$ cat src/snes_mem_defines.svh
// widths, wram bank prefix and map-control code for the snes memory front-end
`ifndef SNES_MEM_DEFINES_SVH
`define SNES_MEM_DEFINES_SVH

// sdram byte address, whole 16 MB space
`define SNES_ADDR_W 24

// wram is 128 KB on the console side
`define WRAM_ADDR_W 17

// bsram (save ram) byte address as driven by the core
`define BSRAM_ADDR_W 20

// upper 7 address bits that park wram near the top of sdram
// (prefix plus WRAM_ADDR_W must make SNES_ADDR_W)
`define WRAM_BANK_PREFIX 7'b1110111

// map_ctrl[7:4] value of the special map mode
// bsram reads here need only chip enable, rd_n is ignored
`define MAP_BSRAM_OPEN_READ 4'hC

`endif

$ cat src/snes_mem_pkg.sv
// snes memory front-end package: sdram address, byte-lane and request-source types
`include "snes_mem_defines.svh"

package snes_mem_pkg;

    // byte address into sdram
    typedef logic [`SNES_ADDR_W-1:0] snes_addr_t;

    // lane enables, bit 1 high byte, bit 0 low byte
    typedef logic [1:0] byte_lanes_t;

    // who owns the sdram request slot this cycle
    typedef enum logic [1:0] {
        SRC_NONE   = 2'd0,  // idle, request bus zeroed
        SRC_LOADER = 2'd1,  // cartridge byte write, top priority
        SRC_ROM    = 2'd2,  // rom word read on phase_f
        SRC_WRAM   = 2'd3   // wram read or write, port 1
    } req_src_e;

endpackage

$ cat src/loader_addr_counter.sv
// cartridge loader byte-address counter, restarts on each rising edge of loading
`timescale 1ns/100ps
`include "snes_mem_defines.svh"

module loader_addr_counter (
    input  logic                     wclk,
    input  logic                     resetn,
    input  logic                     loading,       // high for the whole load
    input  logic                     loader_valid,  // one strobe per cartridge byte
    output snes_mem_pkg::snes_addr_t loader_addr
);

    import snes_mem_pkg::*;

    logic loading_q;   // last cycle's loading level
    logic load_start;  // first cycle of a new load

    assign load_start = loading & ~loading_q;

    always_ff @(posedge wclk) begin
        if (!resetn) begin
            loading_q   <= 1'b0;
            loader_addr <= '0;
        end else begin
            loading_q <= loading;
            // restart beats counting, a byte in the same cycle is dropped from the count
            if (load_start) begin
                loader_addr <= '0;
            end else if (loader_valid) begin
                loader_addr <= loader_addr + snes_addr_t'(1);  // next byte slot
            end
        end
    end

endmodule

$ cat src/sdram_req_arbiter.sv
// run enable, phase strobes, fixed-priority sdram request mux and rom/wram read steering
`timescale 1ns/100ps
`include "snes_mem_defines.svh"

module sdram_req_arbiter (
    input  logic                      wclk,
    input  logic                      resetn,
    input  logic                      sdram_busy,    // controller still initialising
    input  logic                      loader_fail,
    input  logic                      frame_pause,   // hold core for frame sync
    input  logic                      sysclkf_ce,    // core fall phase enable
    input  logic                      sysclkr_ce,    // core rise phase enable
    input  logic                      loading,
    input  logic                      loader_valid,
    input  logic [7:0]                loader_data,
    input  snes_mem_pkg::snes_addr_t  loader_addr,
    input  snes_mem_pkg::snes_addr_t  rom_addr,
    input  logic                      rom_ce_n,
    input  logic                      rom_word,      // 16-bit rom fetch
    input  logic [`WRAM_ADDR_W-1:0]   wram_addr,
    input  logic                      wram_ce_n,
    input  logic                      wram_rd_n,
    input  logic                      wram_we_n,
    input  logic [7:0]                wram_d,
    input  logic [15:0]               cpu_port0,     // sdram return, rom/loader side
    input  logic [15:0]               cpu_port1,     // sdram return, wram side
    output logic                      run_enable,
    output logic                      phase_f,
    output logic                      phase_r,
    output logic [15:0]               rom_q,
    output logic [7:0]                wram_q,
    output snes_mem_pkg::snes_addr_t  cpu_addr,
    output logic [15:0]               cpu_din,
    output snes_mem_pkg::byte_lanes_t cpu_ds,
    output logic                      cpu_port,
    output logic                      cpu_rd,
    output logic                      cpu_wr
);

    import snes_mem_pkg::*;

    logic     wram_rd;  // core wants a wram read
    logic     wram_wr;  // core wants a wram write
    req_src_e grant;    // winner for this cycle

    // single byte access: odd address on high lane
    function automatic byte_lanes_t lanes_for(input logic addr_lsb);
        return {addr_lsb, ~addr_lsb};
    endfunction

    assign wram_rd = ~wram_ce_n & ~wram_rd_n;
    assign wram_wr = ~wram_ce_n & ~wram_we_n;

    // loader beats rom beats wram
    always_comb begin
        if (loading && loader_valid) begin
            grant = SRC_LOADER;
        end else if (!rom_ce_n && phase_f) begin
            grant = SRC_ROM;   // rom only fetched on the fall phase
        end else if (wram_rd || wram_wr) begin
            grant = SRC_WRAM;  // address goes out even off-phase, strobes wait
        end else begin
            grant = SRC_NONE;
        end
    end

    // run gate and phase strobes
    always_ff @(posedge wclk) begin
        if (!resetn) begin
            run_enable <= 1'b0;
            phase_f    <= 1'b0;
            phase_r    <= 1'b0;
        end else begin
            run_enable <= ~(sdram_busy | loader_fail | frame_pause);
            phase_f    <= sysclkf_ce & run_enable;  // one cycle behind the core enable
            phase_r    <= sysclkr_ce & run_enable;
        end
    end

    // registered request, zeroed when nobody wins
    always_ff @(posedge wclk) begin
        if (!resetn) begin
            cpu_rd   <= 1'b0;
            cpu_wr   <= 1'b0;
            cpu_addr <= '0;
            cpu_din  <= '0;
            cpu_ds   <= '0;
            cpu_port <= 1'b0;
        end else begin
            cpu_rd   <= 1'b0;
            cpu_wr   <= 1'b0;
            cpu_addr <= '0;
            cpu_din  <= '0;
            cpu_ds   <= '0;
            cpu_port <= 1'b0;
            case (grant)
                SRC_LOADER: begin
                    cpu_wr   <= 1'b1;
                    cpu_addr <= loader_addr;
                    cpu_din  <= {loader_data, loader_data};  // byte on both lanes
                    cpu_ds   <= lanes_for(loader_addr[0]);
                end
                SRC_ROM: begin
                    cpu_rd   <= 1'b1;
                    cpu_addr <= rom_addr;
                    cpu_ds   <= 2'b11;  // always a full word
                end
                SRC_WRAM: begin
                    cpu_addr <= {`WRAM_BANK_PREFIX, wram_addr};
                    cpu_din  <= {wram_d, wram_d};
                    cpu_ds   <= lanes_for(wram_addr[0]);
                    cpu_port <= 1'b1;               // wram data back on port 1
                    cpu_rd   <= wram_rd & phase_f;  // reads on fall
                    cpu_wr   <= wram_wr & phase_r;  // writes on rise
                end
                default: ;  // SRC_NONE, bus stays zero
            endcase
        end
    end

    // odd byte fetch swaps lanes unless the core asked for a word
    assign rom_q  = (rom_word || !rom_addr[0]) ? cpu_port0
                                               : {cpu_port0[7:0], cpu_port0[15:8]};
    assign wram_q = wram_addr[0] ? cpu_port1[15:8] : cpu_port1[7:0];

endmodule

$ cat src/bsram_req_port.sv
// registered bsram (save ram) request port and bsram read byte select
`timescale 1ns/100ps
`include "snes_mem_defines.svh"

module bsram_req_port (
    input  logic                     wclk,
    input  logic                     resetn,
    input  logic                     phase_f,        // gated fall phase
    input  logic                     phase_r,        // gated rise phase
    input  logic [7:0]               map_ctrl,       // cartridge map-control byte
    input  logic [`BSRAM_ADDR_W-1:0] bsram_addr,
    input  logic                     bsram_ce_n,
    input  logic                     bsram_rd_n,
    input  logic                     bsram_we_n,
    input  logic [7:0]               bsram_d,
    input  logic [15:0]              bsram_dout,     // word from sdram
    output logic [7:0]               bsram_q,
    output logic [`BSRAM_ADDR_W-1:0] bsram_req_addr,
    output logic [7:0]               bsram_req_din,
    output logic                     bsram_req_rd,
    output logic                     bsram_req_wr
);

    logic open_read;  // map mode where rd_n is not driven
    logic rd_req;
    logic wr_req;

    assign open_read = (map_ctrl[7:4] == `MAP_BSRAM_OPEN_READ);
    assign rd_req    = ~bsram_ce_n & (~bsram_rd_n | open_read) & phase_f;
    assign wr_req    = ~bsram_ce_n & ~bsram_we_n & phase_r;

    always_ff @(posedge wclk) begin
        if (!resetn) begin
            bsram_req_rd   <= 1'b0;
            bsram_req_wr   <= 1'b0;
            bsram_req_addr <= '0;
            bsram_req_din  <= '0;
        end else begin
            bsram_req_rd   <= rd_req;
            bsram_req_wr   <= wr_req;
            bsram_req_addr <= bsram_addr;  // follows the core every cycle
            bsram_req_din  <= bsram_d;
        end
    end

    // pick the byte by the live address, not the registered one
    assign bsram_q = bsram_addr[0] ? bsram_dout[15:8] : bsram_dout[7:0];

endmodule

$ cat src/snes_mem_front.sv
// snes memory front-end top: loader counter, sdram request arbiter and bsram port
`timescale 1ns/100ps
`include "snes_mem_defines.svh"

module snes_mem_front (
    input  logic                      wclk,
    input  logic                      resetn,
    input  logic                      sdram_busy,
    input  logic                      loader_fail,
    input  logic                      frame_pause,
    input  logic                      sysclkf_ce,
    input  logic                      sysclkr_ce,
    input  logic                      loading,
    input  logic                      loader_valid,
    input  logic [7:0]                loader_data,
    input  logic [7:0]                map_ctrl,
    // rom side of the core
    input  snes_mem_pkg::snes_addr_t  rom_addr,
    input  logic                      rom_ce_n,
    input  logic                      rom_word,
    // wram side
    input  logic [`WRAM_ADDR_W-1:0]   wram_addr,
    input  logic                      wram_ce_n,
    input  logic                      wram_rd_n,
    input  logic                      wram_we_n,
    input  logic [7:0]                wram_d,
    // save ram side
    input  logic [`BSRAM_ADDR_W-1:0]  bsram_addr,
    input  logic                      bsram_ce_n,
    input  logic                      bsram_rd_n,
    input  logic                      bsram_we_n,
    input  logic [7:0]                bsram_d,
    // sdram return data
    input  logic [15:0]               cpu_port0,
    input  logic [15:0]               cpu_port1,
    input  logic [15:0]               bsram_dout,
    output logic                      run_enable,
    output logic [15:0]               rom_q,
    output logic [7:0]                wram_q,
    output logic [7:0]                bsram_q,
    // sdram requests
    output snes_mem_pkg::snes_addr_t  cpu_addr,
    output logic [15:0]               cpu_din,
    output snes_mem_pkg::byte_lanes_t cpu_ds,
    output logic                      cpu_port,
    output logic                      cpu_rd,
    output logic                      cpu_wr,
    output logic [`BSRAM_ADDR_W-1:0]  bsram_req_addr,
    output logic [7:0]                bsram_req_din,
    output logic                      bsram_req_rd,
    output logic                      bsram_req_wr
);

    import snes_mem_pkg::*;

    snes_addr_t loader_addr;  // counter to arbiter
    logic       phase_f;      // shared by arbiter and bsram port
    logic       phase_r;

    loader_addr_counter u_loader_addr_counter (
        .wclk         (wclk),
        .resetn       (resetn),
        .loading      (loading),
        .loader_valid (loader_valid),
        .loader_addr  (loader_addr)
    );

    sdram_req_arbiter u_sdram_req_arbiter (
        .wclk         (wclk),
        .resetn       (resetn),
        .sdram_busy   (sdram_busy),
        .loader_fail  (loader_fail),
        .frame_pause  (frame_pause),
        .sysclkf_ce   (sysclkf_ce),
        .sysclkr_ce   (sysclkr_ce),
        .loading      (loading),
        .loader_valid (loader_valid),
        .loader_data  (loader_data),
        .loader_addr  (loader_addr),
        .rom_addr     (rom_addr),
        .rom_ce_n     (rom_ce_n),
        .rom_word     (rom_word),
        .wram_addr    (wram_addr),
        .wram_ce_n    (wram_ce_n),
        .wram_rd_n    (wram_rd_n),
        .wram_we_n    (wram_we_n),
        .wram_d       (wram_d),
        .cpu_port0    (cpu_port0),
        .cpu_port1    (cpu_port1),
        .run_enable   (run_enable),
        .phase_f      (phase_f),
        .phase_r      (phase_r),
        .rom_q        (rom_q),
        .wram_q       (wram_q),
        .cpu_addr     (cpu_addr),
        .cpu_din      (cpu_din),
        .cpu_ds       (cpu_ds),
        .cpu_port     (cpu_port),
        .cpu_rd       (cpu_rd),
        .cpu_wr       (cpu_wr)
    );

    // save ram has its own sdram port, no arbitration needed
    bsram_req_port u_bsram_req_port (
        .wclk           (wclk),
        .resetn         (resetn),
        .phase_f        (phase_f),
        .phase_r        (phase_r),
        .map_ctrl       (map_ctrl),
        .bsram_addr     (bsram_addr),
        .bsram_ce_n     (bsram_ce_n),
        .bsram_rd_n     (bsram_rd_n),
        .bsram_we_n     (bsram_we_n),
        .bsram_d        (bsram_d),
        .bsram_dout     (bsram_dout),
        .bsram_q        (bsram_q),
        .bsram_req_addr (bsram_req_addr),
        .bsram_req_din  (bsram_req_din),
        .bsram_req_rd   (bsram_req_rd),
        .bsram_req_wr   (bsram_req_wr)
    );

endmodule

$ cat config.mk
export PLATFORM = sky130hd
export DESIGN_NAME = snes_mem_front
export DESIGN_NICKNAME = d
export VERILOG_FILES = /design/src/snes_mem_pkg.sv /design/src/loader_addr_counter.sv /design/src/sdram_req_arbiter.sv /design/src/bsram_req_port.sv /design/src/snes_mem_front.sv
export VERILOG_INCLUDE_DIRS = /design/src
export SDC_FILE = /design/constraint.sdc
export NUM_CORES = 1
export LEC_CHECK = 0
export ABC_AREA = 0
export BUFFER_PORTS_ARGS = -buffer_cell sky130_fd_sc_hd__buf_4
export CAP_MARGIN = 15
export CORE_AREA = 2 2 104 106
export DETAILED_ROUTE_END_ITERATION = 10
export DIE_AREA = 0 0 106 108
export PLACE_DENSITY_LB_ADDON = 0.1
export SYNTH_ARGS = -nofsm -noshare
export SYNTH_HDL_FRONTEND = slang
export SYNTH_SLANG_ARGS = --single-unit
$ cat constraint.sdc
create_clock -name wclk -period 2.7 [get_ports wclk]
set_clock_uncertainty 0.15 [all_clocks]
set_input_delay 0.27 -clock wclk [delete_from_list [all_inputs] [get_ports wclk]]
set_output_delay 0.27 -clock wclk [all_outputs]
set_load 0.1 [all_outputs]
== Word level (Yosys, flattened, before mapping) ==
Index checks and enable logic that the tools add are counted.

* Logic and storage cells: 64
* Output and inout port bits: 108
* Bits in registers: 103
* Input bits: 158

* Add/sub/neg operators: 1
* Equal/unequal tests: 4
* Bitwise logic cells: 25
* Mux-type cells: 12
* Reduce and logical (&&, ||, !) cells: 7

{| class="wikitable"
|+ Operators by type and width
! kind !! count
|-
| $pmux 24 s3 || 1
|-
| $pmux 16 s2 || 1
|-
| $add 24x1->24 const B || 1
|-
| $mux 16 || 1
|-
| $mux 8 || 2
|-
| $and 1x1->1 || 11
|-
| $not 1->1 || 11
|-
| $mux 2 || 3
|-
| $pmux 2 s3 || 1
|-
| $eq 2x2->1 const B || 2
|-
| $eq 4x4->1 const B || 1
|-
| $pmux 1 s2 || 2
|-
| $or 1x1->1 || 3
|-
| $eq 2x1->1 const B || 1
|-
| $logic_and 1x1->1 || 2
|-
| $logic_not 1->1 || 2
|-
| $logic_or 1x1->1 || 2
|-
| $reduce_or 2->1 || 1
|-
| $mux 1 || 1
|}

== Logic depth before layout (Yosys ltp) ==
* Word-level depth: 8
* Mapped depth: 6
* Mapped depth without buffers: 5

== Cells and area by module ==
From an unflattened synthesis, not the netlist that was laid out.

* Cell total of the unflattened synthesis: 470
* Area total of the unflattened synthesis: 4166.5 um2

{| class="wikitable"
|+ By module, submodules not included
! module !! area an instance (um2) !! cells an instance !! times used
|-
| sdram_req_arbiter || 2060.7 || 265 || 1
|-
| loader_addr_counter || 1146.1 || 131 || 1
|-
| bsram_req_port || 959.7 || 74 || 1
|}

== Least setup slack after synthesis ==
Ideal clock, no wire load.

* Path kind: input to output
* Start: input port rom_addr[0]
* End: output port rom_q[10]
* Cell stages on the path: 5
* Buffers on the path: 2
* Arrival time: 1.595 ns
* Path slack: 0.685 ns
* Data required time: 2.280 ns
* Cells stage by stage: nor2b_1 clkbuf_1 clkbuf_1 nand2_1 nand2_1

* Longest elaborated chain between the ends: 3

{| class="wikitable"
|+ RTL lines
! element !! RTL line !! source
|-
| start, declared || snes_mem_front.sv:18 || <nowiki>input snes_mem_pkg::snes_addr_t rom_addr,</nowiki>
|-
| $logic_not 1->1 || sdram_req_arbiter.sv:122 || <nowiki>assign rom_q = (rom_word || !rom_addr[0]) ? cpu_port0</nowiki>
|-
| $logic_or 1x1->1 || sdram_req_arbiter.sv:122 ||
|-
| $mux 16 || sdram_req_arbiter.sv:122 ||
|-
| end, declared || snes_mem_front.sv:38 || <nowiki>output logic [15:0] rom_q,</nowiki>
|}

No other way between the ends.

== Worst setup path in the final report ==
* Start: input port loading
* End: register u_sdram_req_arbiter.cpu_din[12]

* Longest elaborated chain between the ends: 4

{| class="wikitable"
|+ RTL lines
! element !! RTL line !! source
|-
| start, declared || snes_mem_front.sv:13 || <nowiki>input logic loading,</nowiki>
|-
| $logic_and 1x1->1 (*) || sdram_req_arbiter.sv:56 || <nowiki>if (loading && loader_valid) begin</nowiki>
|-
| $mux 2 (*) || sdram_req_arbiter.sv:56 ||
|-
| $eq 2x2->1 or $eq 2x1->1 (tied branches) || sdram_req_arbiter.sv:96 || <nowiki>case (grant)</nowiki>
|-
| $pmux 16 s2 (*) || sdram_req_arbiter.sv:96 ||
|-
| end signal, assigned || sdram_req_arbiter.sv:100 || <nowiki>cpu_din <= {loader_data, loader_data};</nowiki>
|-
| end signal, assigned || sdram_req_arbiter.sv:110 || <nowiki>cpu_din <= {wram_d, wram_d};</nowiki>
|-
| end, declared || sdram_req_arbiter.sv:33 || <nowiki>output logic [15:0] cpu_din,</nowiki>
|}

Every way passes the cells marked *; elsewhere a longest branch is shown, timed or not.
A chain may end at the register's enable or synchronous reset.

==> run summary <==
Setup path
- **crit path from** loading
- **end of the worst register-to-register path** u_loader_addr_counter.loader_addr[22]
- **critical path capture point type** register
- **depth of the worst register-to-register path** 5
- **Setup crit start kind** input port
- **startpoint of the lowest-slack register-to-register path** u_loader_addr_counter.loader_addr[0]
- **arrival time worst endpoint** 2.61 ns
- **required time of the critical path** 2.85 ns
- **capture point of the worst path** u_sdram_req_arbiter.cpu_din[12]
- **minimum setup slack among reg-to-reg paths** 0.49 ns
- **top fanout value on the critical path** 17
- **critical path type** input port to register

Timing
- **final worst-path setup slack** 0.244 ns
- **max_slew headroom** 0.592
- **Tightest Pin Transition** 0.613 ns
- **final hold violations** 0
- **max-slew violations** 0
- **final number of setup-violating endpoints** 0
- **achievable frequency** 407 MHz
- **final worst-path cycle share** 0.910
- **unrepaired setup endpoints after global routing** no
- **total negative setup slack** 0 ns
- **Post-Route Hold Slack** 0.0109 ns
- **Tmin final** 2.46 ns

Layout
- **Post-Layout Inst Area** 6620 um2
- **Post-Layout Cell Count** 870
- **net count reported at finish** 889
- **final core area utilization** 0.647
- **fraction of layout instances using a drive strength above 1** 0.420
- **layout overhead on the synthesized area** 70.6%
- **antenna fix cells** 0

CTS
- **Worst-Skew Late Latency** 0.37 ns
- **Inserted Clock Buffers** 9
- **number of clock sinks** 95
- **TritonCTS clock tree** done
- **clock-pin slew reported for the worst setup and hold paths after clock tree synthesis** 0.09 ns
- **root cell of the clock tree** sky130_fd_sc_hd__clkbuf_8
- **H-tree levels** 3
- **Clock Path Buffers** 2

Logic synthesis
- **sequential fraction of the synthesis area** 0.490
- **cell types occupying the most area after synthesis** sky130_fd_sc_hd__dfxtp_1 (49%), sky130_fd_sc_hd__nand2_1 (5.3%), sky130_fd_sc_hd__and2_1 (5.0%)
- **proportion of register bits with asynchronous set or reset after synthesis** 0
- **total of flip-flops plus latches after synthesis** 95
- **post-synthesis cell type with the largest combined area** sky130_fd_sc_hd__dfxtp_1
- **Synth Warn #** 0
- **most repeated cell in the gate-level netlist after synthesis** sky130_fd_sc_hd__dfxtp_1
- **number of enable flip-flop cells after synthesis** 0
- **top cells by count, synth** sky130_fd_sc_hd__dfxtp_1 (95), sky130_fd_sc_hd__nand2_1 (55), sky130_fd_sc_hd__nor2_1 (39)
- **instance count of the mapped netlist** 439
- **dominant synthesized flop cell** sky130_fd_sc_hd__dfxtp_1
- **Mapped Avg Cell Area** 8.84 um2
- **post-synthesis net count** 598
- **top cell type's share of synthesized area** 0.490
- **synthesized area** 3880 um2
- **count of cell types in the netlist** 41

Power
- **power after layout** 3.76 mW
- **VDD IR-drop max** 0.000336 V
- **static leakage** 3.05 nW
- **power density of the placed cells** 568 nW/um2

Route
- **vias per std cell** 4.88
- **total number of vias** 4245
- **Remaining DRCs** 0
- **average wire per standard cell** 16.6 um
- **drt first-iter violations** 227
- **total detailed-routing wirelength** 14400 um
- **post-route ant nets** 0
- **drt first pass iters** 4

Global routing
- **initial antenna violation count** 1
- **maximum number of pins on one net before global-route repair** 50
- **total global routing track utilization** 0.243
- **vias in the first global route** 4167
- **sum of overflow across all layers after global routing** 0
- **first-pass GRT wire length** 21700 um

Place
- **placed instance area** 5900 um2
- **IO buf count** 261
- **sum of net half-perimeters after detailed placement** 10800 um
- **DP Cell Count** 806
- **weighted congestion reported at the end of routability-driven placement** 0.845
- **worst slack after detailed placement** 0.528 ns

Floorplan
- **standard-cell rows** 37
- **vertical die dimension** 108 um
- **starting density of the core** 0.379
- **floorplan die width** 106 um
- **DIE AREA** 11400 um2
- **core region area** 10200 um2
- **count of boundary I/O pins** 266

Worst hold path
- **hold crit path type** input port to register
- **hold path startpoint** loader_data[1]

Run status
- **outcome** complete, no violations

Job
- **max-capacitance violation count** 0

==> layout make-up <==
type	instances	area, um2
fillers	823	3610
repair buffers	319	2520
inverters	3	11.3
clock buffers	9	124
clock inverters	6	93.8
well taps	136	170
flip-flops and latches	95	1900
multi-input cells	302	1800
==> logic make-up after synthesis <==
logic type | after synthesis | synth area share
AO/OA/AOI/OAI | 79 | 0.128
XOR/XNOR | 12 | 0.0271
multiplexers | 17 | 0.0490
adder cells (fa/ha/maj) | 1 | 0.00323
flip-flops | 95 | 0.490
buffers and inverters | 42 | 0.0497
AND/OR/NAND/NOR | 193 | 0.253
==> where the power goes <==
| part | total (mW) | switching, mW | leakage (nW) | internal (mW) |
|---|---|---|---|---|
| clock network | 1.03 | 0.507 | 0.106 | 0.523 |
| registers | 1.47 | 0.0190 | 0.778 | 1.45 |
| logic | 1.26 | 0.879 | 2.16 | 0.377 |
==> critical path: stages <==
cell	delay (ns)
sky130_fd_sc_hd__dlygate4sd3_1	0.55
sky130_fd_sc_hd__buf_4	0.15
sky130_fd_sc_hd__and2_1	0.18
sky130_fd_sc_hd__buf_4	0.22
sky130_fd_sc_hd__nor3_4	0.44
sky130_fd_sc_hd__a22oi_1	0.12
sky130_fd_sc_hd__dlygate4sd3_1	0.59
sky130_fd_sc_hd__nor2_1	0.08
==> routing by layer <==
metal	global-route usage	part of all wire	up-vias
met5	0	0.00090	-
met4	0.0686	0.016	2
met3	0.0766	0.069	23
met2	0.410	0.49	146
met1	0.301	0.42	1969
li1	-	-	2105
==> registers in the layout, summed over array words and instances (netlist names), 2 cells and up <==
signal / flops
u_bsram_req_port.bsram_req_addr: 20
u_bsram_req_port.bsram_req_din: 8
u_loader_addr_counter.loader_addr: 24
u_sdram_req_arbiter.cpu_addr: 24
u_sdram_req_arbiter.cpu_din: 8
u_sdram_req_arbiter.cpu_ds: 2
==> repair_timing <==
action                                  4_1_cts  5_1_grt
endpoints found under the hold margin        41        0
endpoints found under the setup margin        0        4
gates resized for setup                       0        1
setup buffers                                 0        0
hold buffers                                 49        0
==> worst min path at each step <==
stage / cells after the start / to / slack, ns
finish: 3 / u_sdram_req_arbiter.cpu_din[9] / 0.01
global route: 3 / u_sdram_req_arbiter.cpu_din[13] / 0.005
CTS: 3 / u_sdram_req_arbiter.cpu_din[10] / 0.002
detailed placement: 2 / u_sdram_req_arbiter.run_enable / 0.29
global placement: 2 / u_bsram_req_port.bsram_req_wr / 0.29
floorplan: 1 / u_sdram_req_arbiter.run_enable / 0.20
==> layout by cell type (no fill, tap or decap), drive strengths merged, types with 5 or more instances in the layout <==
cell	count
buf	270
dfxtp	95
nand2	55
dlygate4sd3	49
nor2	39
and2	31
a21oi	28
o21ai	20
a221oi	17
nor3	17
mux2	16
nand4	11
or3	10
nand3	9
clkbuf	9
xor2	8
a22oi	8
and4	5
Power figures use the tool's default switching activity.
